`config.mk`:
```
export PLATFORM = sky130hd
export DESIGN_NAME = program_loader
export DESIGN_NICKNAME = d
export VERILOG_FILES = /design/src/hdl/isa_pkg.sv /design/src/hdl/program_loader.sv
export SDC_FILE = /design/constraint.sdc
export NUM_CORES = 1
export LEC_CHECK = 0
export ABC_AREA = 1
export BUFFER_PORTS_ARGS = -buffer_cell sky130_fd_sc_hd__buf_2
export CAP_MARGIN = 10
export CORE_MARGIN = 2
export CORE_UTILIZATION = 50
export DETAILED_ROUTE_END_ITERATION = 8
export GPL_TIMING_DRIVEN = 0
export HOLD_SLACK_MARGIN = 0.02
export PLACE_DENSITY = 0.76
export SLEW_MARGIN = 25
export SYNTH_ARGS = -nofsm -noshare
export SYNTH_HDL_FRONTEND = slang
export SYNTH_SLANG_ARGS = --single-unit
```
`constraint.sdc`:
```
create_clock -name i_clk -period 5.6 [get_ports i_clk]
set_clock_uncertainty 0.1 [all_clocks]
set_input_delay 0.84 -clock i_clk [delete_from_list [all_inputs] [get_ports i_clk]]
set_output_delay 0.84 -clock i_clk [all_outputs]
set_load 0.1 [all_outputs]
```
`src/hdl/isa_pkg.sv`:
```
`default_nettype none

// Instruction word constants shared by the fetch path and the loader
package isa_pkg;

    // Word geometry
    localparam int INSTR_WIDTH = 32;              // Bits per instruction
    localparam int PC_STEP     = INSTR_WIDTH / 8; // Byte distance between sequential words

    // Special encodings
    localparam logic [INSTR_WIDTH-1:0] HALT_INSTR = '1; // Stops the fetch stage for good
    localparam logic [INSTR_WIDTH-1:0] NOP_INSTR  = '0; // Shown while nothing valid is held

endpackage

`default_nettype wire

```
`src/hdl/program_loader.sv`:
```
`timescale 1ns/1ps
`default_nettype none

// Builds words from the debug byte stream and writes them from address zero
module program_loader
#(
    parameter  int MEM_DEPTH = 256,
    localparam int AW        = $clog2(MEM_DEPTH)
)
(
    input  wire                             i_clk,
    input  wire                             i_rst,
    input  wire                             i_rx_valid,   // Byte strobe
    input  wire [7:0]                       i_rx_byte,
    input  wire                             i_load_start, // Begin a new program
    input  wire                             i_load_last,  // Sampled with the final byte
    input  wire                             i_grant,
    output logic                            o_req,        // Write pending
    output logic [AW-1:0]                   o_waddr,
    output logic [isa_pkg::INSTR_WIDTH-1:0] o_wdata,
    output logic                            o_loading,
    output logic                            o_clear       // One-cycle PC clear
);

    localparam int IW    = isa_pkg::INSTR_WIDTH;
    localparam int BYTES = IW / 8;

    logic [$clog2(BYTES)-1:0] byte_cnt;   // Bytes taken into the current word
    logic [IW-9:0]            shift_word; // Earlier bytes, newest on top
    logic [IW-1:0]            word_next;
    logic                     last_word;  // Pending word ends the program
    logic                     take_byte;
    logic                     word_done;  // Fourth byte arriving now
    logic                     write_done;

    assign take_byte  = o_loading && i_rx_valid;
    assign word_next  = {i_rx_byte, shift_word}; // Little endian, first byte ends at [7:0]
    assign word_done  = take_byte && (byte_cnt == ($clog2(BYTES))'(BYTES - 1));
    assign write_done = o_req && i_grant;

    // Word assembly
    always_ff @(posedge i_clk)
    begin
        if (take_byte)
            shift_word <= word_next[IW-1:8];
        if (word_done)
            o_wdata <= word_next; // Written the cycle after its fourth byte
    end

    always_ff @(posedge i_clk)
    begin
        if (i_rst)
        begin
            byte_cnt  <= '0;
            o_req     <= 1'b0;
            o_waddr   <= '0;
            last_word <= 1'b0;
            o_loading <= 1'b0;
            o_clear   <= 1'b0;
        end
        else
        begin
            o_clear <= 1'b0;
            if (i_load_start)
            begin
                byte_cnt  <= '0;
                o_req     <= 1'b0;
                o_waddr   <= '0;   // Programs always start at word zero
                last_word <= 1'b0;
                o_loading <= 1'b1;
            end
            else
            begin
                if (write_done)
                begin
                    o_req   <= 1'b0;
                    o_waddr <= (o_waddr == AW'(MEM_DEPTH - 1)) ? '0 : o_waddr + 1'b1;
                    if (last_word)
                    begin
                        o_loading <= 1'b0; // Falls with the clear pulse
                        o_clear   <= 1'b1;
                    end
                end
                if (take_byte)
                    byte_cnt <= byte_cnt + 1'b1; // Wraps every word
                if (word_done)
                begin
                    o_req     <= 1'b1;
                    last_word <= i_load_last;
                end
            end
        end
    end

    // Stream has no back-pressure, so the arbiter must never hold us off
    a_no_byte_while_blocked: assert property (@(posedge i_clk) disable iff (i_rst)
        (o_req && !i_grant) |-> !i_rx_valid);

endmodule

`default_nettype wire

```
## Word-level counts from Yosys, hierarchy flattened

Cells that the tools add are included.
Widths: inputs -> output; s select.

| word-level totals | value |
|---|---|
| bits in registers | 70 |
| input port bits | 14 |
| output and inout bits | 43 |
| word-level logic and storage cells | 29 |

| operators by class | value |
|---|---|
| add/sub/neg operators | 2 |
| equality and inequality tests | 2 |
| muxes and demuxes | 7 |
| bitwise operators | 1 |
| reductions and logical operators | 9 |

Operators by type and width:

| operator | count |
|---|---|
| $add 8x1->8 const B | 1 |
| $eq 8x8->1 const B | 1 |
| $mux 8 | 1 |
| $mux 1 | 6 |
| $reduce_bool 2->1 | 3 |
| $logic_and 1x1->1 | 3 |
| $reduce_or 3->1 | 1 |
| $add 2x1->2 const B | 1 |
| $eq 2x2->1 const B | 1 |
| $reduce_and 2->1 | 1 |
| $reduce_or 2->1 | 1 |
| $not 1->1 | 1 |

## Logic depth before layout (Yosys ltp)

| depth | value |
|---|---|
| word-level depth | 3 |
| mapped depth | 6 |
| depth with buffers taken out | 6 |

## Worst setup path after synthesis

No wires, ideal clock.

| path | value |
|---|---|
| path kind | register to register |
| from | register o_loading |
| to | register o_wdata[0] in the netlist's numbering, enable pin |
| library setup time | 387 ps |
| arrival time | 2622 ps |
| required time | 5113 ps |
| path slack | 2492 ps |
| cell stages (with the launch flop) | 5 |
| buffers on the path | 0 |
| clock period less this slack | 3108 ps |
| cells stage by stage | dfxtp_1 > nand2_1 > inv_1 > nand2_1 > inv_1 |

| between the ends | value |
|---|---|
| cells in the longest elaborated chain, start to end | 2 |

RTL lines:

| what | RTL line | source |
|---|---|---|
| from (decl) | program_loader.sv:21 | `output logic o_loading,` |
| from (signal assigned) | program_loader.sv:58 | `o_loading <= 1'b0;` |
| from (signal assigned) | program_loader.sv:70 | `o_loading <= 1'b1;` |
| from (signal assigned) | program_loader.sv:80 | `o_loading <= 1'b0;` |
| $logic_and 1x1->1 | program_loader.sv:36 | `assign take_byte = o_loading && i_rx_valid;` |
| named net take_byte | program_loader.sv:32 | `logic take_byte;` |
| $logic_and 1x1->1 | program_loader.sv:38 | `assign word_done = take_byte && (byte_cnt == ($clog2(BYTES))'(BYTES - 1));` |
| named net word_done | program_loader.sv:33 | `logic word_done;` |
| to (signal assigned) | program_loader.sv:47 | `o_wdata <= word_next;` |
| to (decl) | program_loader.sv:20 | `output logic [isa_pkg::INSTR_WIDTH-1:0] o_wdata,` |

The timed path passes the listed nets, and every way through them passes these cells.
A chain may end at the register's enable or synchronous reset.

## Final worst setup path

| path | value |
|---|---|
| from | input port i_rx_valid |
| to | register o_wdata[14] in the netlist's numbering, enable pin |

| between the ends | value |
|---|---|
| cells in the longest elaborated chain, start to end | 2 |

RTL lines:

| what | RTL line | source |
|---|---|---|
| from (decl) | program_loader.sv:13 | `input wire i_rx_valid,` |
| $logic_and 1x1->1 | program_loader.sv:36 |  |
| named net take_byte | program_loader.sv:32 |  |
| $logic_and 1x1->1 | program_loader.sv:38 |  |
| named net word_done | program_loader.sv:33 |  |

The timed path passes the listed nets, and every way through them passes these cells.

==> qor.txt <==
CTS tree: built
final RePlAce weighted congestion: 0.7178
Residual DRC: 0
top cells by count, synth: 56 x edfxtp_1, 21 x nand2_1, 16 x nor2_1, 14 x dfxtp_1, 10 x inv_1
site row count: 24
die area: 5193 um2
clock latency on the worst-skew pair: 330 ps
Hold Crit Class: flop to flop
post-synth cell types: 17
I/O Buffers: 56
number of diodes: 0
fin worst setup slack: 2861 ps
Pwr Total: 0.0008994 W
max-slew violations: 0
crit path launch type: input pin
vias per cell: 4.831
Chip Height: 72.06 um
Slew @ Worst Pin: 951.6 ps
Combinational Power Share: 0.021
Die W: 72.06 um
total number of vias: 1285
RSZ-0062 raised after global routing: no
hpwl dp: 2.249 mm
synthesized area: 2316 um2
# IOs: 57
dominant synthesized flop cell: edfxtp_1
Tmin final: 2739 ps
crit path capture type: flop
Post-CTS Setup Repair Bufs: 0
final setup fails: 0
synthesized area per cell: 16.08 um2
Worst EP required: 5460 ps
htree depth: 3
synth warn: 0
sw frac: 0.1958
WL per Instance: 12.79 um
CTS sink count: 70
register area share after synthesis: 0.8471
Initial Util: 0.5247
final hold vios: 0
async set-or-reset flop fraction in the synthesized netlist: 0
Synth Instances: 144
internal power: 0.0007233 W
Seq pwr share: 0.634
core area: 4414 um2
layout cell share with drive strength beyond 1: 0.3364
Longest Clk Path Bufs: 2
Psw: 0.0001761 W
crit path kind: input pin to flop
cell taking the most area after synthesis: edfxtp_1
Final Routed Wirelength: 3.402 mm
Yosys top cell area share: 0.7261
MaxCap Viol Count: 0
# hold bufs at CTS: 0
P_leak: 1.082 nW
gr ovfl total: 0
top-count cell post-synth: edfxtp_1
Post-Synthesis Net Count: 160
Cell Pwr Density: 320.6 nW/um2
clk slew on worst S/H paths: 60 ps
Rel. slew slack: 0.3649
initial antenna violation count: 0
post-cts resize count: 0
CTS Root Cell: clkbuf_8
vias in the first global route: 1219
setup TNS: 0 ps
first-pass GRT wire length: 5.540 mm
Critical Path AT: 2600 ps
Setup Slack @ Placement: 2466 ps
Crit Path Max Fanout: 32
#FFs+latches synth: 70
TritonCTS buffer count: 9
clock power share: 0.345
largest net degree at the start of global routing: 33
Initial DRT Pass Iterations: 4
VDD IR max: 210.9 uV
area delta synth->final: 21.12%
Post-synth EDFFs: 56
Post-DRT Antenna Nets: 0
synth top area cells: edfxtp_1 73%, dfxtp_1 12%, nand2_1 3.4%, nor2_1 2.6%, inv_1 1.6%
fin crit share: 0.4890
fin nets: 227
status: complete, no violations
GRT Util Overall: 0.1487
Iter 0 DRT Violations: 73
FMAX: 365.1 MHz
[worst max-delay path: stages]
cell and delay, ps:
buf_2 80, nand2_1 90, inv_1 710, nand2_1 290
inv_2 590
[cells in the final DEF, fill, tap and decap left out]
| master | instances |
|---|---|
| nor3_1 | 1 |
| nand2_2 | 1 |
| nor2_2 | 2 |
| nor2_1 | 16 |
| buf_2 | 56 |
| nand2_1 | 21 |
| nand2_4 | 1 |
| o21ai_0 | 4 |
| a21oi_1 | 6 |
| o21bai_1 | 1 |
| edfxtp_1 | 56 |
| ha_1 | 2 |
| clkbuf_8 | 9 |
| nand3_1 | 5 |
| xor2_1 | 2 |
| nor2_4 | 1 |
| inv_1 | 9 |
| inv_2 | 1 |
| clkinv_2 | 1 |
| nand4_1 | 1 |
| clkbuf_1 | 1 |
| clkinv_1 | 3 |
| dfxtp_1 | 14 |
[kinds of logic after synthesis]
logic type      share of synthesized area
xor+xnor                         0.007565
flops                              0.8471
buf+inv                           0.01621
compound gates                    0.02485
simple gates                      0.09346
fa+ha+maj                         0.01080
[per-layer routing]
layer | GRT usage | vias up | part of all wire
li1 | - | 642 | -
met1 | 0.1715 | 583 | 0.41
met2 | 0.2243 | 51 | 0.47
met3 | 0.06944 | 9 | 0.086
met4 | 0.09434 | 0 | 0.028
met5 | 0 | - | 0
[final cells by class]
type,instances,area [um2]
clock buffer,10,127.6
clock inverter,4,16.27
fill,339,1609
inverter,10,37.54
multi-input combinational,64,316.6
sequential,70,1962
tap,52,65.06
timing repair buffer,56,280.3
[through the flow]
step	instances	cell area, um2	utilization	hold slack, ps
final	266	2805	0.6355	318.4
after global routing	266	2805	0.6355	325.1
after CTS	266	2805	0.6355	319.4
after detailed placement	252	2661	0.6029	305.4
after global placement	252	2661	0.6029	300.9
after floorplan	144	2316	-	300.3
[worst paths after layout]
| check | startpoint | endpoint | slack, ps | cells after the start |
|---|---|---|---|---|
| worst min-delay path | shift_word[5]$_DFFE_PP_ | o_wdata[5]$_DFFE_PP_ | 320 | 0 |
| worst min register to register | shift_word[5]$_DFFE_PP_ | o_wdata[5]$_DFFE_PP_ | 320 | 0 |
| worst max register to register | o_loading$_SDFFE_PP0P_ | o_wdata[14]$_DFFE_PP_ | 3090 | 4 |
| worst max-delay path | i_rx_valid | o_wdata[14]$_DFFE_PP_ | 2860 | 5 |
[registers in the layout (all words and copies together), names as in the netlist]
name        count
o_wdata        32
o_waddr         8
o_req           1
o_loading       1
byte_cnt        2
o_clear         1
last_word       1
shift_word     24
[power groups by stage]
stage           logic (W)  registers (W)  clock network [W]
2_1_floorplan  0.00000641       0.000585                  0
3_3_place_gp    0.0000181       0.000581                  0
3_5_place_dp    0.0000186       0.000582                  0
4_1_cts         0.0000188       0.000571           0.000320
5_1_grt         0.0000207       0.000571           0.000342
6_report        0.0000185       0.000571           0.000310
No activity file was read; power rests on OpenSTA's default activity.
