==> src/hdl/isa_pkg.sv <==
`default_nettype none

// Instruction word constants shared by the fetch path and the loader
package isa_pkg;

    // Word geometry
    localparam int INSTR_WIDTH = 32;              // Bits per instruction
    localparam int PC_STEP     = INSTR_WIDTH / 8; // Byte distance between sequential words

    // Special encodings
    localparam logic [INSTR_WIDTH-1:0] HALT_INSTR = '1; // Stops the fetch stage for good
    localparam logic [INSTR_WIDTH-1:0] NOP_INSTR  = '0; // Shown while nothing valid is held

endpackage

`default_nettype wire

==> src/hdl/fetch_pkg.sv <==
`default_nettype none

// Fetch control types and arbiter requester slots
package fetch_pkg;

    // Program counter FSM states
    typedef enum logic [1:0] {
        PC_IDLE = 2'b00, // Waiting after clear or reset
        PC_NEXT = 2'b01, // Fetching
        PC_END  = 2'b10  // Halted
    } pc_state_t;

    // Bit positions in the arbiter request and grant vectors
    localparam int REQ_LOADER = 0; // Program loader, highest priority
    localparam int REQ_FETCH  = 1; // Fetch stage reads

endpackage

`default_nettype wire

==> src/hdl/imem_arbiter.sv <==
`timescale 1ns/1ps
`default_nettype none

// Fixed priority owner select for the single instruction memory port
module imem_arbiter
#(
    parameter  int MEM_DEPTH = 256,
    localparam int AW        = $clog2(MEM_DEPTH)
)
(
    input  wire  [1:0]                      i_req,          // Indexed by fetch_pkg REQ_*
    input  wire  [AW-1:0]                   i_loader_addr,
    input  wire  [isa_pkg::INSTR_WIDTH-1:0] i_loader_wdata,
    input  wire  [AW-1:0]                   i_fetch_addr,
    output logic [1:0]                      o_grant,
    output logic [AW-1:0]                   o_mem_addr,
    output logic                            o_mem_we,
    output logic [isa_pkg::INSTR_WIDTH-1:0] o_mem_wdata
);

    logic loader_owns; // Port goes to the loader this cycle

    always_comb
    begin
        o_grant = '0;
        if (i_req[fetch_pkg::REQ_LOADER])
            o_grant[fetch_pkg::REQ_LOADER] = 1'b1; // Loader always first
        else if (i_req[fetch_pkg::REQ_FETCH])
            o_grant[fetch_pkg::REQ_FETCH] = 1'b1;
    end

    assign loader_owns = o_grant[fetch_pkg::REQ_LOADER];

    // Address and write muxing
    assign o_mem_addr  = loader_owns ? i_loader_addr : i_fetch_addr;
    assign o_mem_we    = loader_owns;                       // Fetch only ever reads
    assign o_mem_wdata = loader_owns ? i_loader_wdata : '0;

endmodule

`default_nettype wire

==> config.mk <==
export PLATFORM = sky130hd
export DESIGN_NAME = imem_arbiter
export DESIGN_NICKNAME = d
export VERILOG_FILES = /design/src/hdl/isa_pkg.sv /design/src/hdl/fetch_pkg.sv /design/src/hdl/imem_arbiter.sv
export SDC_FILE = /design/constraint.sdc
export NUM_CORES = 1
export LEC_CHECK = 0
export BUFFER_PORTS_ARGS = -buffer_cell sky130_fd_sc_hd__buf_2
export CAP_MARGIN = 10
export CORE_MARGIN = 2
export CORE_UTILIZATION = 24
export DETAILED_ROUTE_END_ITERATION = 10
export PLACE_DENSITY = 0.95
export SETUP_SLACK_MARGIN = 0.02
export SLEW_MARGIN = 5
export SYNTH_ARGS = -nofsm -noshare
export SYNTH_HDL_FRONTEND = slang
export SYNTH_SLANG_ARGS = --single-unit
==> constraint.sdc <==
create_clock -name vclk -period 1
set_input_delay 0.1 -clock vclk [all_inputs]
set_output_delay 0.1 -clock vclk [all_outputs]
set_load 0.005 [all_outputs]
Word level (Yosys, flattened, before mapping)
Index checks and enable logic that the tools add are counted.
{ "op_classes": {"n_mux": 5} }
{ "op_table": {"columns": ["op", "count"], "rows": [
  ["2-to-1 mux 32 bit", 1],
  ["2-to-1 mux 8 bit", 1],
  ["2-to-1 mux 1 bit", 3]
]} }
{ "word_totals": {"ff_bits": 0, "out_inout_bits": 43, "elab_cells": 5, "input_bits": 50} }

Depth between registers and ports, before layout
Gate-level depths: netlist (run 1).
{ "depth": {"word_depth": 2, "depth_mapped": 2, "ltp_nobuf": 1} }

Least setup slack after synthesis (run 1)
Ideal clock, no wire load.
{ "synth_timing": {"path_type": "input to output", "startpoint": "in i_req[0]", "endpoint": "out o_mem_addr[0]", "required_time_ns": 0.900, "path_buffers": 1, "stages": 2, "setup_slack_ns": 0.372, "t_arrival_ns": 0.528, "path_cell_list": "buf_6 > mux2_4"} }
{ "synth_between": {"elab_chain_len": 2} }
{ "synth_lines": {"columns": ["item", "line_no", "rtl"], "rows": [
  ["start, declared", "imem_arbiter.sv:11", "input wire [1:0] i_req,"],
  ["2-to-1 mux 1 bit", "imem_arbiter.sv:26", "if (i_req[fetch_pkg::REQ_LOADER])"],
  ["2-to-1 mux 8 bit", "imem_arbiter.sv:35", "assign o_mem_addr = loader_owns ? i_loader_addr : i_fetch_addr;"],
  ["end, declared", "imem_arbiter.sv:16", "output logic [AW-1:0] o_mem_addr,"]
]} }
No other way between the ends.

Worst setup path after layout (run 1)
{ "layout_timing": {"startpoint": "in i_req[0]", "endpoint": "out o_mem_addr[1]"} }
The elaborated chain is that of the path after synthesis.

==> reports/metrics.yaml, run 1 <==
run_status:
  status: "finished, final reports clean"
route:
  firstDrtPassIters: 1
  totalWireLength_um: 1400
  drtIter0Drc: 0
  drc: 0
  vias: 602
  avgRoutedWirePerCell_um: 9.18
  antenna_left: 0
  routed_via_density: 3.96
floorplan:
  io_pins: 93
  initial_core_util: 0.247
  core-area_sq_mm: 0.00147
  num_rows: 14
  die_w_um: 43.0
  die_area_sq_mm: 0.00184
  die_y_um: 43.0
finish:
  layout-area-overhead-vs-synth_pct: 130
  clock_buffers: 0
  drive_gt1_frac: 0.757
  antenna_cells: 0
  seqCellArea_sq_um: 0
  seq_cell_count: 0
  nNetsFinal: 188
worst_setup_path:
  end_kind: "output port"
  worstPathArrival_ns: 0.81
  cp_max_fo: 22
  start_kind: "primary input"
  worstSetupPathType: "in -> out"
  worstPathRequired_ns: 0.90
clocking:
  cts_hold_buf: 0
  cts_resized: 0
  cts_setup_buffers: 0
timing:
  slew-limit-headroom: 0.914
  fin_tns_setup_ns: 0
  min_period_over_period: 0.911
  fmax_mhz: 1100
  period_minus_slack_ns: 0.911
  slew_violations: 0
  rsz0062_at_grt: "no"
  setup_violations: 0
  hold_viol: 0
  worst_slack_ns: 0.0889
  tightest_slew_ns: 0.129
pwr:
  p_int_uw: 208
  p_per_area_mw_per_mm2: 378
  seqPwrFrac: 0
  p_leak_uw: 0.000556
  switching_share: 0.341
  combPwrFrac: 1.000
  p_sw_uw: 108
  clkPwrFrac: 0
  ir_drop_uv: 224
grt:
  antenna_found_initial: 0
  grt_pass1_wl_um: 2110
  overflow: 0
  grt_max_degree: 23
  grt_pass1_vias: 511
  grt_usage: 0.137
yosys:
  avgSynthCellArea_sq_um: 7.75
  syn_nets: 97
  synth_common_cells: "and2_1 (32), mux2_4 (7), buf_2 (3)"
  netlist.area_leader.share: 0.550
  synth_top_area_cell: "and2_1"
  ys_types: 7
  syn_inst: 47
  yosysSeqAreaShare: 0
  yosys-top-cells-area: "and2_1 (55%), mux2_4 (29%), buf_2 (4.1%), buf_4 (4.1%), buf_6 (3.1%)"
  synthesis.area_sq_um: 364
  synth_most_common_cell: "and2_1"
  yosys_warnings: 0
place:
  port_buffers: 93
  place.detailed.hpwl_um: 1280
  pre_cts_slack_ns: 0.0861
  gp_congestion: 0.733
hold_path:
  worstHoldPathType: "in -> out"
run:
  max_cap_viol_count: 0
layout by cell type (no fill, tap or decap):
master and n:
buf_12 1, nor2b_1 1, mux2_4 7, and2_1 32, buf_2 93, mux2_2 1, buf_4 1
layout make-up:
| cell class | count | area (sq um) |
|---|---|---|
| Timing Repair Buffer | 95 | 493 |
| Tap cell | 16 | 20.0 |
| Fill cell | 158 | 636 |
| Multi-Input combinational cell | 41 | 323 |
power by group through the flow:
stage | logic, uW | clock network, uW | registers, uW
CTS | 321 | 0 | 0
floorplan | 135 | 0 | 0
detailed placement | 320 | 0 | 0
global placement | 312 | 0 | 0
global route | 350 | 0 | 0
finish | 316 | 0 | 0
metrics by stage:
| step | total power, uW | area (sq um) | utilization | hold WS [ns] | cells |
|---|---|---|---|---|---|
| 6_report | 316 | 836 | 0.568 | 0.470 | 152 |
| 3_3_place_gp | 312 | 836 | 0.568 | 0.471 | 152 |
| 3_5_place_dp | 320 | 836 | 0.568 | 0.471 | 152 |
| 4_1_cts | 321 | 836 | 0.568 | 0.471 | 152 |
| 5_1_grt | 350 | 836 | 0.568 | 0.477 | 152 |
| 2_1_floorplan | 135 | 364 | - | 0.281 | 47 |
logic make-up after synthesis:
kind of cell	Yosys count	share of synthesized area
buffers and inverters	6	0.113
and+or+nand+nor	33	0.567
muxes	8	0.320
per-layer routing:
metal | vias to the layer above | global-route usage | share of wire
met4 | 0 | 0 | 0
met2 | 41 | 0.288 | 0.52
li1 | 321 | - | -
met1 | 240 | 0.152 | 0.36
met5 | - | 0 | 0
met3 | 0 | 0.0128 | 0.12
path summary, 6_finish.rpt:
path	startpoint	endpoint	slack [ns]	cells past startpoint
hold / removal	i_loader_wdata[10]	o_mem_wdata[10]	0.47	3
setup / recovery	i_req[0]	o_mem_addr[1]	0.09	4
critical path, cell delays in order:
cell    delay, ns
buf_2        0.12
buf_12       0.16
mux2_4       0.30
buf_2        0.12
Power figures use the tool's default switching activity.
==> run 2, diff against run 1 <==
--- a/config.mk
+++ b/config.mk
@@ -6,11 +6,12 @@
 export NUM_CORES = 1
 export LEC_CHECK = 0
 export BUFFER_PORTS_ARGS = -buffer_cell sky130_fd_sc_hd__buf_2
-export CAP_MARGIN = 10
 export CORE_MARGIN = 2
 export CORE_UTILIZATION = 24
 export DETAILED_ROUTE_END_ITERATION = 10
+export GPL_TIMING_DRIVEN = 1
 export PLACE_DENSITY = 0.95
+export RECOVER_POWER = 25
 export SETUP_SLACK_MARGIN = 0.02
 export SLEW_MARGIN = 5
 export SYNTH_ARGS = -nofsm -noshare
==> reports/metrics.yaml, run 2 (same netlist as run 1, synthesis figures left out) <==
run_status:
  status: "finished, final reports clean"  # unchanged
finish:
  nNetsFinal: 188  # unchanged
  seqCellArea_sq_um: 0  # unchanged
  final_common_cell: "buf_2"  # unchanged
  seq_cell_count: 0  # unchanged
  drive_gt1_frac: 0.728  # was 0.757
  fin_area_sq_um: 831  # was 836 sq um
  mostFrequentLayoutCells: "buf_2 (89), and2_1 (32), mux2_4 (7)"  # was buf_2 (93), and2_1 (32), mux2_4 (7)
  antenna_cells: 0  # unchanged
  fin_util: 0.565  # was 0.568
  layout-area-overhead-vs-synth_pct: 128  # was 130%
  clock_buffers: 0  # unchanged
floorplan:
  num_rows: 14  # unchanged
  initial_core_util: 0.247  # unchanged
  core-area_sq_mm: 0.00147  # unchanged
  die_y_um: 43.0  # unchanged
  die_w_um: 43.0  # unchanged
  io_pins: 93  # unchanged
  die_area_sq_mm: 0.00184  # unchanged
hold_path:
  hold_end: "o_mem_wdata[10]"  # unchanged
  worstHoldPathType: "in -> out"  # unchanged
  timing.hold.worst.start: "i_loader_wdata[10]"  # unchanged
  holdPathStages: 3  # unchanged
route:
  antenna_left: 0  # unchanged
  routed_via_density: 3.96  # unchanged
  firstDrtPassIters: 1  # unchanged
  totalWireLength_um: 1400  # about the same
  avgRoutedWirePerCell_um: 9.21  # was 9.18 um
  drtIter0Drc: 0  # unchanged
  vias: 602  # unchanged
  drc: 0  # unchanged
pwr:
  combPwrFrac: 1.000  # about the same
  p_leak_uw: 0.000543  # was 0.000556 uW
  ir_drop_uv: 224  # about the same
  p_int_uw: 206  # was 208 uW
  seqPwrFrac: 0  # about the same
  p_per_area_mw_per_mm2: 379  # was 378 mW/mm^2
  switching_share: 0.344  # was 0.341
  clkPwrFrac: 0  # about the same
  p_sw_uw: 108  # about the same
timing:
  setup_violations: 0  # unchanged
  hold_viol: 0  # unchanged
  tightest_slew_ns: 0.129  # unchanged
  fin_tns_setup_ns: 0  # unchanged
  rsz0062_at_grt: "no"  # unchanged
  fmax_mhz: 1100  # about the same
  slew_violations: 0  # unchanged
  period_minus_slack_ns: 0.911  # about the same
  min_period_over_period: 0.911  # about the same
  slew-limit-headroom: 0.914  # unchanged
clocking:
  cts_hold_buf: 0  # unchanged
  cts_resized: 0  # unchanged
  cts_setup_buffers: 0  # unchanged
grt:
  overflow: 0  # unchanged
  antenna_found_initial: 0  # unchanged
  grt_max_degree: 23  # unchanged
  grt_pass1_wl_um: 2110  # unchanged
  grt_pass1_vias: 511  # unchanged
  grt_usage: 0.137  # unchanged
worst_setup_path:
  worstSetupPathType: "in -> out"  # unchanged
  start_kind: "primary input"  # unchanged
  end_kind: "output port"  # unchanged
  worstPathArrival_ns: 0.81  # about the same
  worstPathRequired_ns: 0.90  # about the same
  cp_max_fo: 22  # unchanged
place:
  gp_congestion: 0.733  # unchanged
  postPlaceCellArea_sq_um: 836  # unchanged
  port_buffers: 93  # unchanged
  place.detailed.hpwl_um: 1280  # unchanged
run:
  max_cap_viol_count: 0  # unchanged
run 2: changes by cell type in the layout (fill, tap and decap cells not counted):
cell	change
clkbuf_1	+4
buf_2	-4
run 2: how the worst max path moves through the flow:
stage                   from       endpoint  cells past startpoint
finish              i_req[0]  o_mem_addr[1]                      4
global route        i_req[0]  o_mem_addr[6]                      4
CTS                 i_req[0]  o_mem_addr[1]                      4
detailed placement  i_req[0]  o_mem_addr[1]                      4
global placement    i_req[0]  o_mem_addr[4]                      4
floorplan           i_req[0]  o_mem_addr[0]                      2
run 2: power groups by stage:
stage               registers (uW)  logic [uW]  clock network (uW)
finish                           0         315                   0
global route                     0         348                   0
CTS                              0         321                   0
detailed placement               0         320                   0
global placement                 0         312                   0
floorplan                        0         135                   0
run 2: critical path, cell delays in order:
cell and delay, ns:
buf_2 0.12, buf_12 0.16, mux2_4 0.30, buf_2 0.12
run 2: layer usage:
metal	GRT usage	vias to the layer above	share of wire
met3	0.0128	0	0.13
met1	0.152	240	0.36
met5	0	-	0
met2	0.288	41	0.52
li1	-	321	-
met4	0	0	0
run 2: area by class of cell:
| class | instances | area [sq um] |
|---|---|---|
| fill | 162 | 641 |
| timing repair buffer | 95 | 488 |
| multi-input combinational | 41 | 323 |
| tap | 16 | 20.0 |
run 2: through the flow:
stage,worst slack (ns),total power (uW),hold WS [ns],cells
2_1_floorplan,0.372,135,0.281,47
3_3_place_gp,0.103,312,0.471,152
3_5_place_dp,0.0861,320,0.471,152
4_1_cts,0.0848,321,0.471,152
5_1_grt,0.0557,348,0.477,152
6_report,0.0886,315,0.470,152
==> run 3, diff against run 2 <==
--- a/config.mk
+++ b/config.mk
@@ -5,12 +5,13 @@
 export SDC_FILE = /design/constraint.sdc
 export NUM_CORES = 1
 export LEC_CHECK = 0
+export ABC_AREA = 1
 export BUFFER_PORTS_ARGS = -buffer_cell sky130_fd_sc_hd__buf_2
 export CORE_MARGIN = 2
-export CORE_UTILIZATION = 24
+export CORE_UTILIZATION = 26
 export DETAILED_ROUTE_END_ITERATION = 10
 export GPL_TIMING_DRIVEN = 1
-export PLACE_DENSITY = 0.95
+export PLACE_DENSITY = 0.94
 export RECOVER_POWER = 25
 export SETUP_SLACK_MARGIN = 0.02
 export SLEW_MARGIN = 5
==> reports/metrics.yaml, run 3 <==
run_status:
  status: "finished, final reports clean"  # unchanged
grt:
  grt_max_degree: 25  # was 23
  overflow: 0  # unchanged
  grt_pass1_wl_um: 2070  # was 2110 um
  antenna_found_initial: 0  # unchanged
  grt_usage: 0.130  # was 0.137
  grt_pass1_vias: 543  # was 511
finish:
  seq_cell_count: 0  # unchanged
  clock_buffers: 0  # unchanged
  seqCellArea_sq_um: 0  # unchanged
  final_common_cell: "buf_2"  # unchanged
  nNetsFinal: 238  # was 188
  drive_gt1_frac: 0.511  # was 0.728
  mostFrequentLayoutCells: "buf_2 (92), nand2_1 (56), inv_1 (33)"  # was buf_2 (89), and2_1 (32), mux2_4 (7)
  antenna_cells: 0  # unchanged
  layout-area-overhead-vs-synth_pct: 110  # was 128%
  multi_input_area_sq_um: 214  # was 323 sq um
  fill_cells: 162  # unchanged
worst_setup_path:
  worstPathRequired_ns: 0.90  # about the same
  path_delay_family: "buffers and inverters"  # unchanged
  cp_common_cell: "buf_2"  # unchanged
  start_kind: "primary input"  # unchanged
  crit_path_cell_trace: "buf_2 -> buf_12 -> nand2_1 -> inv_1 -> buf_2"  # was buf_2 -> buf_12 -> mux2_4 -> buf_2
  worstSetupPathType: "in -> out"  # unchanged
  worstPathArrival_ns: 0.66  # was 0.81 ns
  critPathMaxStageDelay_ns: 0.17  # was 0.30 ns
  crit_buf_inv: 4  # was 3
  cp_max_fo: 24  # was 22
  crit_slowest_cell: "buf_12"  # was mux2_4
  end_kind: "output port"  # unchanged
pwr:
  combPwrFrac: 1.000  # about the same
  p_leak_uw: 0.000813  # was 0.000543 uW
  p_int_uw: 180  # was 206 uW
  ir_drop_uv: 253  # was 224 uV
  p_per_area_mw_per_mm2: 371  # was 379 mW/mm^2
  clkPwrFrac: 0  # about the same
  switching_share: 0.440  # was 0.344
  p_sw_uw: 141  # was 108 uW
  seqPwrFrac: 0  # about the same
timing:
  fin_tns_setup_ns: 0  # unchanged
  setup_violations: 0  # unchanged
  period_minus_slack_ns: 0.756  # was 0.911 ns
  hold_viol: 0  # unchanged
  slew-limit-headroom: 0.906  # was 0.914
  min_period_over_period: 0.756  # was 0.911
  whs_ns: 0.445  # was 0.470 ns
  tightest_slew_ns: 0.141  # was 0.129 ns
  rsz0062_at_grt: "no"  # unchanged
  fmax_mhz: 1320  # was 1100 MHz
  slew_violations: 0  # unchanged
hold_path:
  worstHoldPathType: "in -> out"  # unchanged
yosys:
  yosysSeqAreaShare: 0  # unchanged
  syn_inst: 98  # was 47
  synthesis.area_sq_um: 413  # was 364 sq um
  yosys_warnings: 0  # unchanged
  synth_top_area_cell: "nand2_1"  # was and2_1
  ys_types: 6  # was 7
  netlist.area_leader.share: 0.509  # was 0.550
  avgSynthCellArea_sq_um: 4.21  # was 7.75 sq um
  syn_nets: 148  # was 97
  synth_most_common_cell: "nand2_1"  # was and2_1
  yosys-top-cells-area: "nand2_1 (51%), inv_1 (30%), buf_6 (14%), buf_4 (3.6%), inv_2 (0.91%)"  # was and2_1 (55%), mux2_4 (29%), buf_2 (4.1%), buf_4 (4.1%), buf_6 (3.1%)
  synth_common_cells: "nand2_1 (56), inv_1 (33), buf_6 (5)"  # was and2_1 (32), mux2_4 (7), buf_2 (3)
floorplan:
  die_y_um: 43.9  # was 43.0 um
  die_w_um: 43.9  # was 43.0 um
  io_pins: 93  # unchanged
  num_rows: 14  # unchanged
  die_area_sq_mm: 0.00192  # was 0.00184 sq mm
  core-area_sq_mm: 0.00149  # was 0.00147 sq mm
  initial_core_util: 0.277  # was 0.247
route:
  totalWireLength_um: 1530  # was 1400 um
  routed_via_density: 3.81  # was 3.96
  vias: 770  # was 602
  antenna_left: 0  # unchanged
  drtIter0Drc: 11  # was 0
  drc: 0  # unchanged
  firstDrtPassIters: 4  # was 1
  avgRoutedWirePerCell_um: 7.58  # was 9.21 um
clocking:
  cts_hold_buf: 0  # unchanged
  cts_resized: 0  # unchanged
  cts_setup_buffers: 0  # unchanged
place:
  place.detailed.hpwl_um: 1380  # was 1280 um
  port_buffers: 93  # unchanged
  gp_congestion: 0.655  # was 0.733
run:
  max_cap_viol_count: 0  # unchanged
-- run 3: kinds of logic (layout without fill, tap and decap cells) --
group	count (synthesis)	after routing	synth area share
AND/OR/NAND/NOR	57	57	0.518
buffers and inverters	41	129	0.482
-- run 3: layout make-up --
| class | instances | area share |
|---|---|---|
| Inverter | 34 | 0.147 |
| Multi-Input combinational cell | 57 | 0.247 |
| Tap cell | 16 | 0.0231 |
| Timing Repair Buffer | 95 | 0.582 |
-- run 3: layer usage --
layer | global-route usage | part of all wire | vias up
li1 | - | - | 429
met2 | 0.288 | 0.53 | 45
met1 | 0.123 | 0.33 | 296
met5 | 0 | 0 | -
met4 | 0 | 0 | 0
met3 | 0.0250 | 0.14 | 0
-- run 3: power groups by stage --
stage	clock network [uW]	logic (uW)	registers (uW)
after CTS	0	325	0
after detailed placement	0	324	0
final	0	321	0
after floorplan	0	140	0
after global routing	0	361	0
after global placement	0	317	0
-- run 3: path summary, 6_finish.rpt --
| check | start | endpoint | slack (ns) | depth (start not counted) |
|---|---|---|---|---|
| setup / recovery | i_req[0] | o_mem_wdata[10] | 0.24 | 5 |
| hold / removal | i_loader_wdata[7] | o_mem_wdata[7] | 0.45 | 4 |
-- run 3: metrics by stage --
step / std cells / area, sq um / util / power [uW] / setup WS [ns]
6_report: 202 / 866 / 0.582 / 321 / 0.244
2_1_floorplan: 98 / 413 / - / 140 / 0.445
5_1_grt: 202 / 866 / 0.582 / 361 / 0.196
3_3_place_gp: 202 / 867 / 0.582 / 317 / 0.272
3_5_place_dp: 202 / 867 / 0.582 / 324 / 0.240
4_1_cts: 202 / 867 / 0.582 / 325 / 0.238
