===== src/hdl/isa_pkg.sv =====
`default_nettype none

// Instruction word constants shared by the fetch path and the loader
package isa_pkg;

    // Word geometry
    localparam int INSTR_WIDTH = 32;              // Bits per instruction
    localparam int PC_STEP     = INSTR_WIDTH / 8; // Byte distance between sequential words

    // Special encodings
    localparam logic [INSTR_WIDTH-1:0] HALT_INSTR = '1; // Stops the fetch stage for good
    localparam logic [INSTR_WIDTH-1:0] NOP_INSTR  = '0; // Shown while nothing valid is held

endpackage

`default_nettype wire


===== src/hdl/fetch_pkg.sv =====
`default_nettype none

// Fetch control types and arbiter requester slots
package fetch_pkg;

    // Program counter FSM states
    typedef enum logic [1:0] {
        PC_IDLE = 2'b00, // Waiting after clear or reset
        PC_NEXT = 2'b01, // Fetching
        PC_END  = 2'b10  // Halted
    } pc_state_t;

    // Bit positions in the arbiter request and grant vectors
    localparam int REQ_LOADER = 0; // Program loader, highest priority
    localparam int REQ_FETCH  = 1; // Fetch stage reads

endpackage

`default_nettype wire


===== src/hdl/pc_reg.sv =====
`timescale 1ns/1ps
`default_nettype none

// Program counter with idle, next and end states
module pc_reg
#(
    parameter int PC_WIDTH = 32                 // PC and byte address width
)
(
    input  wire                  i_clk,
    input  wire                  i_rst,         // Sync reset, active high
    input  wire                  i_enable,      // Low freezes the PC and the FSM
    input  wire                  i_halt,        // Move to PC_END and hold
    input  wire                  i_not_load,    // Block the PC update this cycle
    input  wire                  i_flush,       // Restart from address zero
    input  wire                  i_clear,       // Restart after a program load
    input  wire [PC_WIDTH-1:0]   i_next_pc,     // Candidate PC from the fetch stage
    output logic [PC_WIDTH-1:0]  o_pc,
    output fetch_pkg::pc_state_t o_state
);

    fetch_pkg::pc_state_t state_next;
    logic [PC_WIDTH-1:0]  pc_next;

    always_ff @(posedge i_clk)
    begin
        if (i_rst || i_flush || i_clear)
        begin
            o_state <= fetch_pkg::PC_IDLE; // Every restart lands in idle at zero
            o_pc    <= '0;
        end
        else
        begin
            o_state <= state_next;
            o_pc    <= pc_next;
        end
    end

    always_comb
    begin
        state_next = o_state; // Hold by default
        pc_next    = o_pc;
        case (o_state)
            fetch_pkg::PC_IDLE:
            begin
                pc_next    = '0;
                state_next = fetch_pkg::PC_NEXT; // One idle cycle, then fetch
            end
            fetch_pkg::PC_NEXT:
            begin
                if (i_enable)
                begin
                    if (i_halt)
                        state_next = fetch_pkg::PC_END; // PC holds at its last value
                    else if (!i_not_load)
                        pc_next = i_next_pc;            // Sequential step or redirect
                end
            end
            fetch_pkg::PC_END:
            begin
                if (!i_halt)
                    state_next = fetch_pkg::PC_IDLE; // Only once halt is released
            end
            default:
                state_next = fetch_pkg::PC_IDLE;
        endcase
    end

    // Fetch stage feeds steps and branch targets, both must stay word aligned
    a_pc_aligned: assert property (@(posedge i_clk) disable iff (i_rst)
        (o_pc % isa_pkg::PC_STEP) == 0);

endmodule

`default_nettype wire


===== src/hdl/fetch_stage.sv =====
`timescale 1ns/1ps
`default_nettype none

// Instruction fetch with next-PC select, in-flight kill and halt detect
module fetch_stage
#(
    parameter  int PC_WIDTH = 32,
    localparam int WORD_LSB = $clog2(isa_pkg::PC_STEP) // Byte bits below the word index
)
(
    input  wire                                i_clk,
    input  wire                                i_rst,
    input  wire                                i_enable,        // Debug run level
    input  wire                                i_stall,         // Later stages are full
    input  wire                                i_branch_taken,  // Redirect from execute
    input  wire [PC_WIDTH-1:0]                 i_branch_target,
    input  wire                                i_clear,         // PC clear from the loader
    input  wire                                i_grant,         // Memory port is ours
    input  wire [isa_pkg::INSTR_WIDTH-1:0]     i_rdata,         // Word read last cycle
    output logic                               o_req,
    output logic [PC_WIDTH-WORD_LSB-1:0]       o_raddr,         // Word address of the PC
    output logic [PC_WIDTH-1:0]                o_pc,
    output logic [isa_pkg::INSTR_WIDTH-1:0]    o_instr,
    output logic                               o_instr_valid,
    output logic                               o_halted
);

    fetch_pkg::pc_state_t pc_state;
    logic [PC_WIDTH-1:0]  next_pc;
    logic                 not_load;  // PC must hold this cycle
    logic                 issue;     // Read granted and accepted, PC moves on
    logic                 s1_valid;  // Read in flight inside the memory
    logic                 halt_hit;  // Halt word returning right now

    // Branch wins over the sequential step
    assign next_pc = i_branch_taken ? i_branch_target
                                    : o_pc + PC_WIDTH'(isa_pkg::PC_STEP);

    // Lost grant acts like a stall, a redirect still goes through
    assign not_load = (i_stall || !i_grant) && !i_branch_taken;

    assign o_req    = (pc_state == fetch_pkg::PC_NEXT) && !o_halted;
    assign o_raddr  = o_pc[PC_WIDTH-1:WORD_LSB];
    assign issue    = o_req && i_grant && i_enable && !i_stall; // Matches a PC advance
    assign halt_hit = s1_valid && (i_rdata == isa_pkg::HALT_INSTR);

    pc_reg #(
        .PC_WIDTH   (PC_WIDTH)
    ) u_pc_reg (
        .i_clk      (i_clk),
        .i_rst      (i_rst),
        .i_enable   (i_enable),
        .i_halt     (o_halted),
        .i_not_load (not_load),
        .i_flush    (1'b0),          // No flush source in this subsystem
        .i_clear    (i_clear),
        .i_next_pc  (next_pc),
        .o_pc       (o_pc),
        .o_state    (pc_state)
    );

    always_ff @(posedge i_clk)
    begin
        if (i_rst)
        begin
            s1_valid      <= 1'b0;
            o_instr       <= isa_pkg::NOP_INSTR;
            o_instr_valid <= 1'b0;
            o_halted      <= 1'b0;
        end
        else if (i_clear || i_branch_taken)
        begin
            // Both fetches in flight belong to the old path
            s1_valid      <= 1'b0;
            o_instr       <= isa_pkg::NOP_INSTR;
            o_instr_valid <= 1'b0;
            if (i_clear)
                o_halted <= 1'b0; // Only a clear releases a halt
        end
        else
        begin
            s1_valid <= issue && !halt_hit; // Nothing past the halt word lands
            if (s1_valid)
            begin
                o_instr       <= i_rdata;
                o_instr_valid <= 1'b1;
            end
            // With no word returning the register holds, so downstream sees a repeat
            if (halt_hit)
                o_halted <= 1'b1;
        end
    end

    // Once halted the PC FSM parks in PC_END on the next enabled edge
    a_halt_parks_pc: assert property (@(posedge i_clk) disable iff (i_rst)
        o_halted && i_enable && !i_clear |=> pc_state == fetch_pkg::PC_END);

endmodule

`default_nettype wire


===== config.mk =====
export PLATFORM = sky130hd
export DESIGN_NAME = fetch_stage
export DESIGN_NICKNAME = d
export VERILOG_FILES = /design/src/hdl/isa_pkg.sv /design/src/hdl/fetch_pkg.sv /design/src/hdl/pc_reg.sv /design/src/hdl/fetch_stage.sv
export SDC_FILE = /design/constraint.sdc
export NUM_CORES = 1
export LEC_CHECK = 0
export BUFFER_PORTS_ARGS = -buffer_cell sky130_fd_sc_hd__buf_2
export CAP_MARGIN = 20
export CELL_PAD_IN_SITES_DETAIL_PLACEMENT = 0
export CELL_PAD_IN_SITES_GLOBAL_PLACEMENT = 1
export CORE_MARGIN = 3
export CORE_UTILIZATION = 36
export DETAILED_ROUTE_END_ITERATION = 8
export PLACE_DENSITY = 0.82
export SLEW_MARGIN = 40
export SYNTH_ARGS = -nofsm -noshare
export SYNTH_HDL_FRONTEND = slang
export SYNTH_SLANG_ARGS = --single-unit

===== constraint.sdc =====
create_clock -name i_clk -period 2.77 [get_ports i_clk]
set_clock_uncertainty 0.05 [all_clocks]
set_input_delay 0.554 -clock i_clk [delete_from_list [all_inputs] [get_ports i_clk]]
set_output_delay 0.554 -clock i_clk [all_outputs]
set_load 0.03 [all_outputs]

# Word-level counts from Yosys, hierarchy flattened
# Index checks and enable logic that the tools add are counted.
# op_classes
add_sub_neg	1
n_eq_ne	9
n_mux	12
n_reduce_logical	22
# ops
op	n
two-way mux 32 bit	4
case mux 32 bit (2 select lines)	1
adder 32 x 3 -> 32 bit (second input constant)	1
== test 32 bit (second input constant)	1
inequality test 2 bit (second input constant)	6
logical AND 1 bit	7
two-way mux 2 bit	3
case mux 2 bit (3 select lines)	1
zero test 1 bit	5
AND reduction 4 bit	1
nonzero test 2 bit	2
logical OR 1 bit	3
two-way mux 1 bit	3
AND reduction 3 bit	1
== test 2 x 1 -> 1 bit (second input constant)	1
== test 2 bit (second input constant)	1
zero test 2 bit	1
AND reduction 2 bit	1
OR reduction 2 bit	1
# totals
reg_bits	69
wordCells	50
in_bits	71

# Longest topological paths before layout
# Gate-level depths: netlist of run 1.
# depth
word_depth	7
depth_mapped	7
mapped_depth_nobuf	6

# Cells and area by module
# From an unflattened synthesis of run 1, not the netlist that was laid out.
# unflattened
cells_unflattened	491
hier_area_um2	4008.8
# by_module_without_submodules
module	area_each_um2	cells_per_inst	instances
fetch_stage	2528.7	327	1
pc_reg	1480.2	164	1

# Worst setup path after synthesis of run 1
# OpenSTA, ideal clock, no wires.
# synth_timing
kind	register to register
from	register u_pc_reg.o_pc[2]
to	register u_pc_reg.o_pc[17]
path_stages_with_launch	6
required_ps	2598
setup_time_ps	122
arrival_ps	1930
setup_slack_ps	668
synth_period_minus_slack_ps	2102
cell_sequence	dfxtp_1 nand2_1 nor4_4 nand4_1 a21o_1 a221o_1
# synth_via
elab_chain_len	6
# synth_rtl
item	line	rtl
from (decl)	pc_reg.sv:18	output logic [PC_WIDTH-1:0] o_pc,
from (signal assigned)	pc_reg.sv:35	o_pc <= pc_next;
adder 32 x 3 -> 32 bit	fetch_stage.sv:37	: o_pc + PC_WIDTH'(isa_pkg::PC_STEP);
two-way mux 32 bit	fetch_stage.sv:36	assign next_pc = i_branch_taken ? i_branch_target
two-way mux 32 bit	pc_reg.sv:55	else if (!i_not_load)
two-way mux 32 bit	pc_reg.sv:53	if (i_halt)
two-way mux 32 bit	pc_reg.sv:51	if (i_enable)
case mux 32 bit (2 select lines)	pc_reg.sv:43	case (o_state)
# No other way between the ends. The select of a mux whose other input is x is not followed.
# A chain may end at the register's enable or synchronous reset.

# Worst setup path in the final report of run 1
# layout_timing
from	register u_pc_reg.o_state[0]
to	output o_req
# layout_via
elab_chain_len	2
# layout_rtl
item	line	rtl
from (decl)	pc_reg.sv:19	output fetch_pkg::pc_state_t o_state
from (signal assigned)	pc_reg.sv:29	o_state <= fetch_pkg::PC_IDLE;
from (signal assigned)	pc_reg.sv:34	o_state <= state_next;
== test 2 x 1 -> 1 bit	fetch_stage.sv:42	assign o_req = (pc_state == fetch_pkg::PC_NEXT) && !o_halted;
logical AND 1 bit	fetch_stage.sv:42	
to (decl)	fetch_stage.sv:20	output logic o_req,
# No other way between the ends.

==> results of run 1 <==
[critical path, cell delays in order, from the launching register on]
cell and delay, ns:
dfxtp_1 0.46, nor2b_1 0.47, nor2b_1 0.19, buf_2 0.20
[layer usage]
| layer | track usage [%] | wire length, um |
|---|---|---|
| met2 | 31.33 | 5164 |
| met1 | 26.51 | 4954 |
| met3 | 4.225 | 781 |
| met5 | 0 | 0 |
| met4 | 6.753 | 183 |
[layout make-up]
cell class                      instances  area (sq um)  share of cell area [%]
Clock buffer                            9         123.9                   2.724
Multi-Input combinational cell        300          1874                   41.22
Clock inverter                          7         63.81                   1.403
Inverter                                2         7.507                  0.1651
Timing Repair Buffer                  180         933.4                   20.53
Sequential cell                        69          1383                   30.41
Tap cell                              129         161.4                   3.550
[cell families (layout without fill, tap and decap cells)]
family                   Yosys count  in the layout  share of synthesized area (%)
flip-flops                        69             69                          38.59
buffers and inverters             55            198                          9.123
multiplexers                      36             36                          10.17
adder cells (fa/ha/maj)            1              1                         0.3495
AND/OR/NAND/NOR                  172            172                          25.41
XOR/XNOR                           6              6                          1.468
AO/OA/AOI/OAI                     85             85                          14.89
[cell usage after synthesis, types with 2 or more instances]
cell      instances
and3_1            7
nor4_1            5
nor4_4            2
nand2b_1          3
a41oi_1           2
buf_4            30
xor2_1            6
mux2i_1          33
a221o_1           2
buf_2             6
nand2_1          25
dfxtp_1          69
a22oi_1          11
and2_1            2
clkbuf_1         14
o211ai_1          4
nor3_1           10
nand4_1          20
o311ai_0          2
nor3b_1           5
a21o_1            2
a21oi_1          17
o21ai_0          30
a31oi_1           7
nand3_1          20
nor2b_1           4
and4_1            3
buf_1             3
nor2_1           58
mux2_2            2
[final timing paths]
check	from	endpoint	cells after the start	slack, ns
hold reg to reg	o_instr_valid	o_instr_valid	2	0.42
hold / removal	i_branch_target[26]	u_pc_reg.o_pc[26]	3	0.37
setup reg to reg	u_pc_reg.o_pc[14]	u_pc_reg.o_pc[30]	6	0.55
setup / recovery	u_pc_reg.o_state[0]	o_req	3	0.51
[flip-flops by register name, summed over array words and instances (netlist names)]
signal,flops
u_pc_reg.o_state,2
o_halted,1
o_instr,32
o_instr_valid,1
u_pc_reg.o_pc,32
s1_valid,1
[power groups by stage]
| stage | sequential [mW] | clock [mW] | combinational (mW) |
|---|---|---|---|
| after floorplan | 1.04 | 0 | 0.0861 |
| after global placement | 1.03 | 0 | 0.182 |
| after detailed placement | 1.03 | 0 | 0.184 |
| after CTS | 1.01 | 0.818 | 0.184 |
| after global routing | 1.01 | 0.872 | 0.202 |
| final | 1.01 | 0.799 | 0.184 |
[placed cells by master (no fill, tap or decap), types with 2 or more instances in the layout]
cell / n
buf_4: 13
nor2_1: 57
nor2b_1: 4
nor3_1: 10
a21o_1: 2
nand2b_1: 3
o21ai_0: 30
and3_1: 7
a41oi_1: 2
mux2_2: 2
a22oi_1: 11
and2_1: 2
o211ai_1: 4
and4_1: 3
inv_6: 3
o311ai_0: 2
buf_2: 167
clkinvlp_4: 2
nor4_4: 2
nand3_1: 20
nor4_1: 5
dfxtp_1: 68
xor2_1: 6
inv_8: 2
a21oi_1: 17
nand2_1: 25
clkbuf_8: 9
nor3b_1: 5
a221o_1: 2
mux2i_1: 33
a31oi_1: 7
nand4_1: 20
[through the flow]
stage | hold WS (ns) | utilization [%] | cells
floorplan | 0.4491 | - | 424
global placement | 0.3930 | 46.06 | 680
detailed placement | 0.4010 | 46.06 | 680
CTS | 0.3545 | 48.04 | 696
global route | 0.3614 | 48.07 | 696
finish | 0.3659 | 48.07 | 696
==> results.sh, run 1 <==
export IMPL_avgRoutedWirePerCell_um=15.92
export IMPL_max_cap_viol_count=0
export IMPL_leakagePower_nw=1.995
export IMPL_track_usage_pct=19.73
export IMPL_vias=3675
export IMPL_vias_per_cell=5.280
export IMPL_startpoint_type="flop"
export IMPL_crit_required_ns=2.17
export IMPL_ys_types=50
export IMPL_final_hold_viol_count=0
export IMPL_power_density_mw_per_mm2=438.7
export IMPL_cts_hold_repair_buffers=0
export IMPL_antenna_found_initial=0
export IMPL_fill_cells=989
export IMPL_p_seq_share_pct=50.7
export IMPL_drc=0
export IMPL_yosysSeqAreaShare_pct=38.59
export IMPL_swShare_pct=28.76
export IMPL_drt_pass1_iter_count=4
export IMPL_cts_buffers=9
export IMPL_clk_pin_slew_worst_paths_ns=0.09
export IMPL_initial_core_util_pct=37.84
export IMPL_status="complete, no violations"
export IMPL_dp_hpwl_mm=8.413
export IMPL_ir_drop_v=0.0002067
export IMPL_worstMarginPinSlew_ns=0.6206
export IMPL_cts_setup_buffers=0
export IMPL_root_buffer="clkbuf_8"
export IMPL_pwr_share_comb_pct=9.2
export IMPL_die_h_um=105.7
export IMPL_final_cell_area_sq_mm=0.004547
export IMPL_final_max_slew_viol_count=0
export IMPL_slew_headroom_pct=58.31
export IMPL_drt_iter0_markers=207
export IMPL_worstPathArrival_ns=1.65
export IMPL_post_dp_cell_area_sq_mm=0.004357
export IMPL_synth_edff_count=0
export IMPL_die_w_um=105.7
export IMPL_total_power_mw=1.995
export IMPL_drtAntennaViolNets=0
export IMPL_cp_max_fo=8
export IMPL_port_buffers=167
export IMPL_grt_pass1_vias=3502
export IMPL_grt_pass1_wl_mm=17.95
export IMPL_fmax_ghz=0.4435
export IMPL_core_sq_mm=0.009459
export IMPL_layout_setup_ws_ns=0.5150
export IMPL_synthTopCellsByArea="dfxtp_1 (39%), mux2i_1 (9.2%), buf_4 (6.3%)"
export IMPL_dpl_worst_slack_ns=0.4346
export IMPL_p_switching_uw=573.6
export IMPL_fp_row_count=35
export IMPL_syn_inst=424
export IMPL_max_clock_path_buffers=2
export IMPL_yosys_area_top_type="dfxtp_1"
export IMPL_pwr_share_clk_pct=40.1
export IMPL_insertion_delay_ns=0.35
export IMPL_async_flop_share_pct=0
export IMPL_intPower_mw=1.421
export IMPL_grt_setup_unrepaired="no"
export IMPL_io_pins=168
export IMPL_syn_to_final_growth_pct=27.02
export IMPL_synth_top_area_share_pct=38.59
export IMPL_fin_nets=634
export IMPL_dieArea_sq_mm=0.01118
export IMPL_grt_overflow=0
export IMPL_yosysWarnings=0
export IMPL_synth_avg_cell_area_sq_um=8.443
export IMPL_fin_crit_sh_pct=81.41
export IMPL_globalplace_congestion=0.8337
export IMPL_end_kind="output port"
export IMPL_grt_max_degree=27
export IMPL_clock_sinks=69
export IMPL_layout_min_cycle_time_ns=2.255
export IMPL_diodes=0
export IMPL_syn_num_nets=496
export IMPL_crit_type="flop to output port"
export IMPL_ctsResizeCount=0
export IMPL_hp_class="input pin to flop"
export IMPL_setup_viol=0
export IMPL_ys_ff_latch=69
export IMPL_drive_above_1_share_pct=36.68
export IMPL_cts_tree="yes"
export IMPL_wl_mm=11.08
export IMPL_synth_cell_area_sq_mm=0.003580
export IMPL_setup_tns_ns=0
export IMPL_ys_flop_type="dfxtp_1"
export IMPL_h_tree_depth=3
No activity file was read; power rests on OpenSTA's default activity.
==> run 2, diff against run 1 <==
--- a/config.mk
+++ b/config.mk
@@ -10,9 +10,9 @@
 export CELL_PAD_IN_SITES_DETAIL_PLACEMENT = 0
 export CELL_PAD_IN_SITES_GLOBAL_PLACEMENT = 1
 export CORE_MARGIN = 3
-export CORE_UTILIZATION = 36
+export CORE_UTILIZATION = 33
 export DETAILED_ROUTE_END_ITERATION = 8
-export PLACE_DENSITY = 0.82
+export PLACE_DENSITY = 0.76
 export SLEW_MARGIN = 40
 export SYNTH_ARGS = -nofsm -noshare
 export SYNTH_HDL_FRONTEND = slang
==> constraint.sdc (replaced) <==
create_clock -name i_clk -period 2.13 [get_ports i_clk]
set_clock_uncertainty 0.05 [all_clocks]
set_input_delay 0.426 -clock i_clk [delete_from_list [all_inputs] [get_ports i_clk]]
set_output_delay 0.426 -clock i_clk [all_outputs]
set_load 0.03 [all_outputs]
==> run 2 against run 1 <==
Compared with the run above:
- final area grew 3.8%
- non-clock buffer count grew 20
- worst hold slack lost 0.13 ns
- critical path type is now flop to flop
- sequential share of layout area shrank 1.1 points
- highest routed layer unchanged
- die area grew 8.6%
- via count grew 2.1%
- power grew 30%
- sequential power grew 30%
- wire length grew 3.5%
==> results.sh, run 2 (synthesized netlist as in run 1, its figures left out) <==
export IMPL_die_w_um=110.2
export IMPL_startpoint_type="flop"
export IMPL_hp_start="i_branch_target[29]"
export IMPL_avgRoutedWirePerCell_um=15.86
export IMPL_post_dp_cell_area_sq_mm=0.004531
export IMPL_layout_setup_ws_ns=0.2130
export IMPL_drtAntennaViolNets=0
export IMPL_max_cap_viol_count=0
export IMPL_crit_required_ns=2.32
export IMPL_cp_max_fo=4
export IMPL_grt_busiest_layer="met2"
export IMPL_grt_max_degree=35
export IMPL_critPathLaunch="u_pc_reg.o_pc[2]"
export IMPL_setup_viol=0
export IMPL_worstMarginPinSlew_ns=0.6847
export IMPL_layout_min_cycle_time_ns=1.917
export IMPL_hp_class="input pin to flop"
export IMPL_core_sq_mm=0.01042
export IMPL_globalplace_congestion=0.9021
export IMPL_ir_drop_v=0.0003392
export IMPL_crit_type="flop to flop"
export IMPL_clk_pin_slew_worst_paths_ns=0.08
export IMPL_grt_pass1_vias=3472
export IMPL_cts_buffers=9
export IMPL_cts_setup_buffers=0
export IMPL_reg2reg_depth=6
export IMPL_die_h_um=110.2
export IMPL_fill_cells=1077
export IMPL_drt_iter0_markers=235
export IMPL_initial_core_util_pct=34.37
export IMPL_vias_per_cell=5.189
export IMPL_p_switching_uw=738.8
export IMPL_final_max_slew_viol_count=0
export IMPL_track_usage_pct=18.79
export IMPL_crit_slowest_cell="dfxtp_1"
export IMPL_grt_pass1_wl_mm=17.78
export IMPL_min_path_cells=3
export IMPL_intPower_mw=1.853
export IMPL_dpl_worst_slack_ns=0.08360
export IMPL_pwr_share_comb_pct=9.7
export IMPL_power_density_mw_per_mm2=549.2
export IMPL_worstPathArrival_ns=2.10
export IMPL_final_cell_mix="buf_2 (167), dfxtp_1 (68), nor2_1 (57)"
export IMPL_clock_sinks=69
export IMPL_fin_nets=654
export IMPL_use_met3_pct=4.252
export IMPL_antenna_found_initial=0
export IMPL_cts_hold_repair_buffers=0
export IMPL_root_buffer="clkbuf_8"
export IMPL_vias=3752
export IMPL_drc=0
export IMPL_h_tree_depth=3
export IMPL_total_power_mw=2.591
export IMPL_leakagePower_nw=2.105
export IMPL_use_met1_pct=25.87
export IMPL_layout_cells_most_common="buf_2"
export IMPL_cts_tree="yes"
export IMPL_reg_largest_list="o_instr: 32 flops, u_pc_reg.o_pc: 32 flops, u_pc_reg.o_state: 2 flops"
export IMPL_use_met2_pct=28.99
export IMPL_crit_chain="ha_1 > nand2_1 > nor4_4 > nand4_1 > mux2_1 > a221o_1"
export IMPL_p_seq_share_pct=50.6
export IMPL_end_kind="flop"
export IMPL_io_pins=168
export IMPL_swShare_pct=28.51
export IMPL_ctsResizeCount=0
export IMPL_drt_pass1_iter_count=5
export IMPL_syn_to_final_growth_pct=31.81
export IMPL_dp_hpwl_mm=8.781
export IMPL_fp_row_count=37
export IMPL_port_buffers=167
export IMPL_fmax_ghz=0.5216
export IMPL_final_cell_area_sq_mm=0.004718
export IMPL_critical_path_max_stage_delay_ns=0.34
export IMPL_status="complete, no violations"
export IMPL_drive_above_1_share_pct=38.84
export IMPL_slew_headroom_pct=54.30
export IMPL_insertion_delay_ns=0.35
export IMPL_grt_overflow=0
export IMPL_timing_rr_start="u_pc_reg.o_pc[2]"
export IMPL_fin_crit_sh_pct=90.00
export IMPL_wl_mm=11.47
export IMPL_grt_setup_unrepaired="no"
export IMPL_dieArea_sq_mm=0.01213
export IMPL_max_clock_path_buffers=2
export IMPL_pwr_share_clk_pct=39.7
export IMPL_final_hold_viol_count=0
export IMPL_diodes=0
==> run 2: cell count changes in the layout (fill, tap and decap cells not counted) <==
cell      previous run  this run
buf_12               0         1
buf_4               13        32
clkinv_4             0         1
inv_6                3         2
==> run 2: path summary, 6_finish.rpt <==
kind	end	slack (ns)
setup / recovery	u_pc_reg.o_pc[30]	0.21
setup reg to reg	u_pc_reg.o_pc[30]	0.21
hold / removal	u_pc_reg.o_pc[29]	0.24
hold reg to reg	o_instr[6]	0.42
==> run 2: layer usage <==
layer	part of all wire [%]	vias to the layer above	routed length, um
li1	-	1832	-
met1	45	1759	5141
met2	46	145	5316
met3	7.1	16	818
met4	1.7	0	190
met5	0	-	0
==> run 2: area by class of cell <==
type	instances	area, sq um	share of cell area (%)
inverters	2	7.507	0.1591
repair buffers	200	1096	23.23
flip-flops and latches	69	1383	29.30
multi-input cells	300	1874	39.72
clock buffers	9	123.9	2.625
clock inverters	7	63.81	1.352
well taps	136	170.2	3.606
==> run 2: worst max-delay path, delay by kind of cell (launching register included) <==
family	cells	cell delay (ns)
flip-flops	1	0.34
adder cells (fa/ha/maj)	1	0.23
AO/OA/AOI/OAI	1	0.25
AND/OR/NAND/NOR	3	0.62
multiplexers	1	0.32
==> run 2: stage by stage <==
| step | hold WS, ns | setup TNS, ns | std cells | util, % |
|---|---|---|---|---|
| 2_1_floorplan | 0.4491 | 0 | 424 | - |
| 6_report | 0.2396 | 0 | 723 | 45.30 |
| 3_3_place_gp | 0.3964 | -0.2933 | 707 | 43.47 |
| 5_1_grt | 0.2292 | 0 | 723 | 45.30 |
| 4_1_cts | 0.2248 | 0 | 723 | 45.30 |
| 3_5_place_dp | 0.4108 | 0 | 707 | 43.50 |
==> run 2: power groups by stage <==
| stage | Sequential [mW] | Combinational (mW) | Clock, mW |
|---|---|---|---|
| 5_1_grt | 1.31 | 0.279 | 1.13 |
| 3_5_place_dp | 1.34 | 0.253 | 0 |
| 3_3_place_gp | 1.34 | 0.249 | 0 |
| 2_1_floorplan | 1.36 | 0.112 | 0 |
| 4_1_cts | 1.31 | 0.254 | 1.06 |
| 6_report | 1.31 | 0.253 | 1.03 |
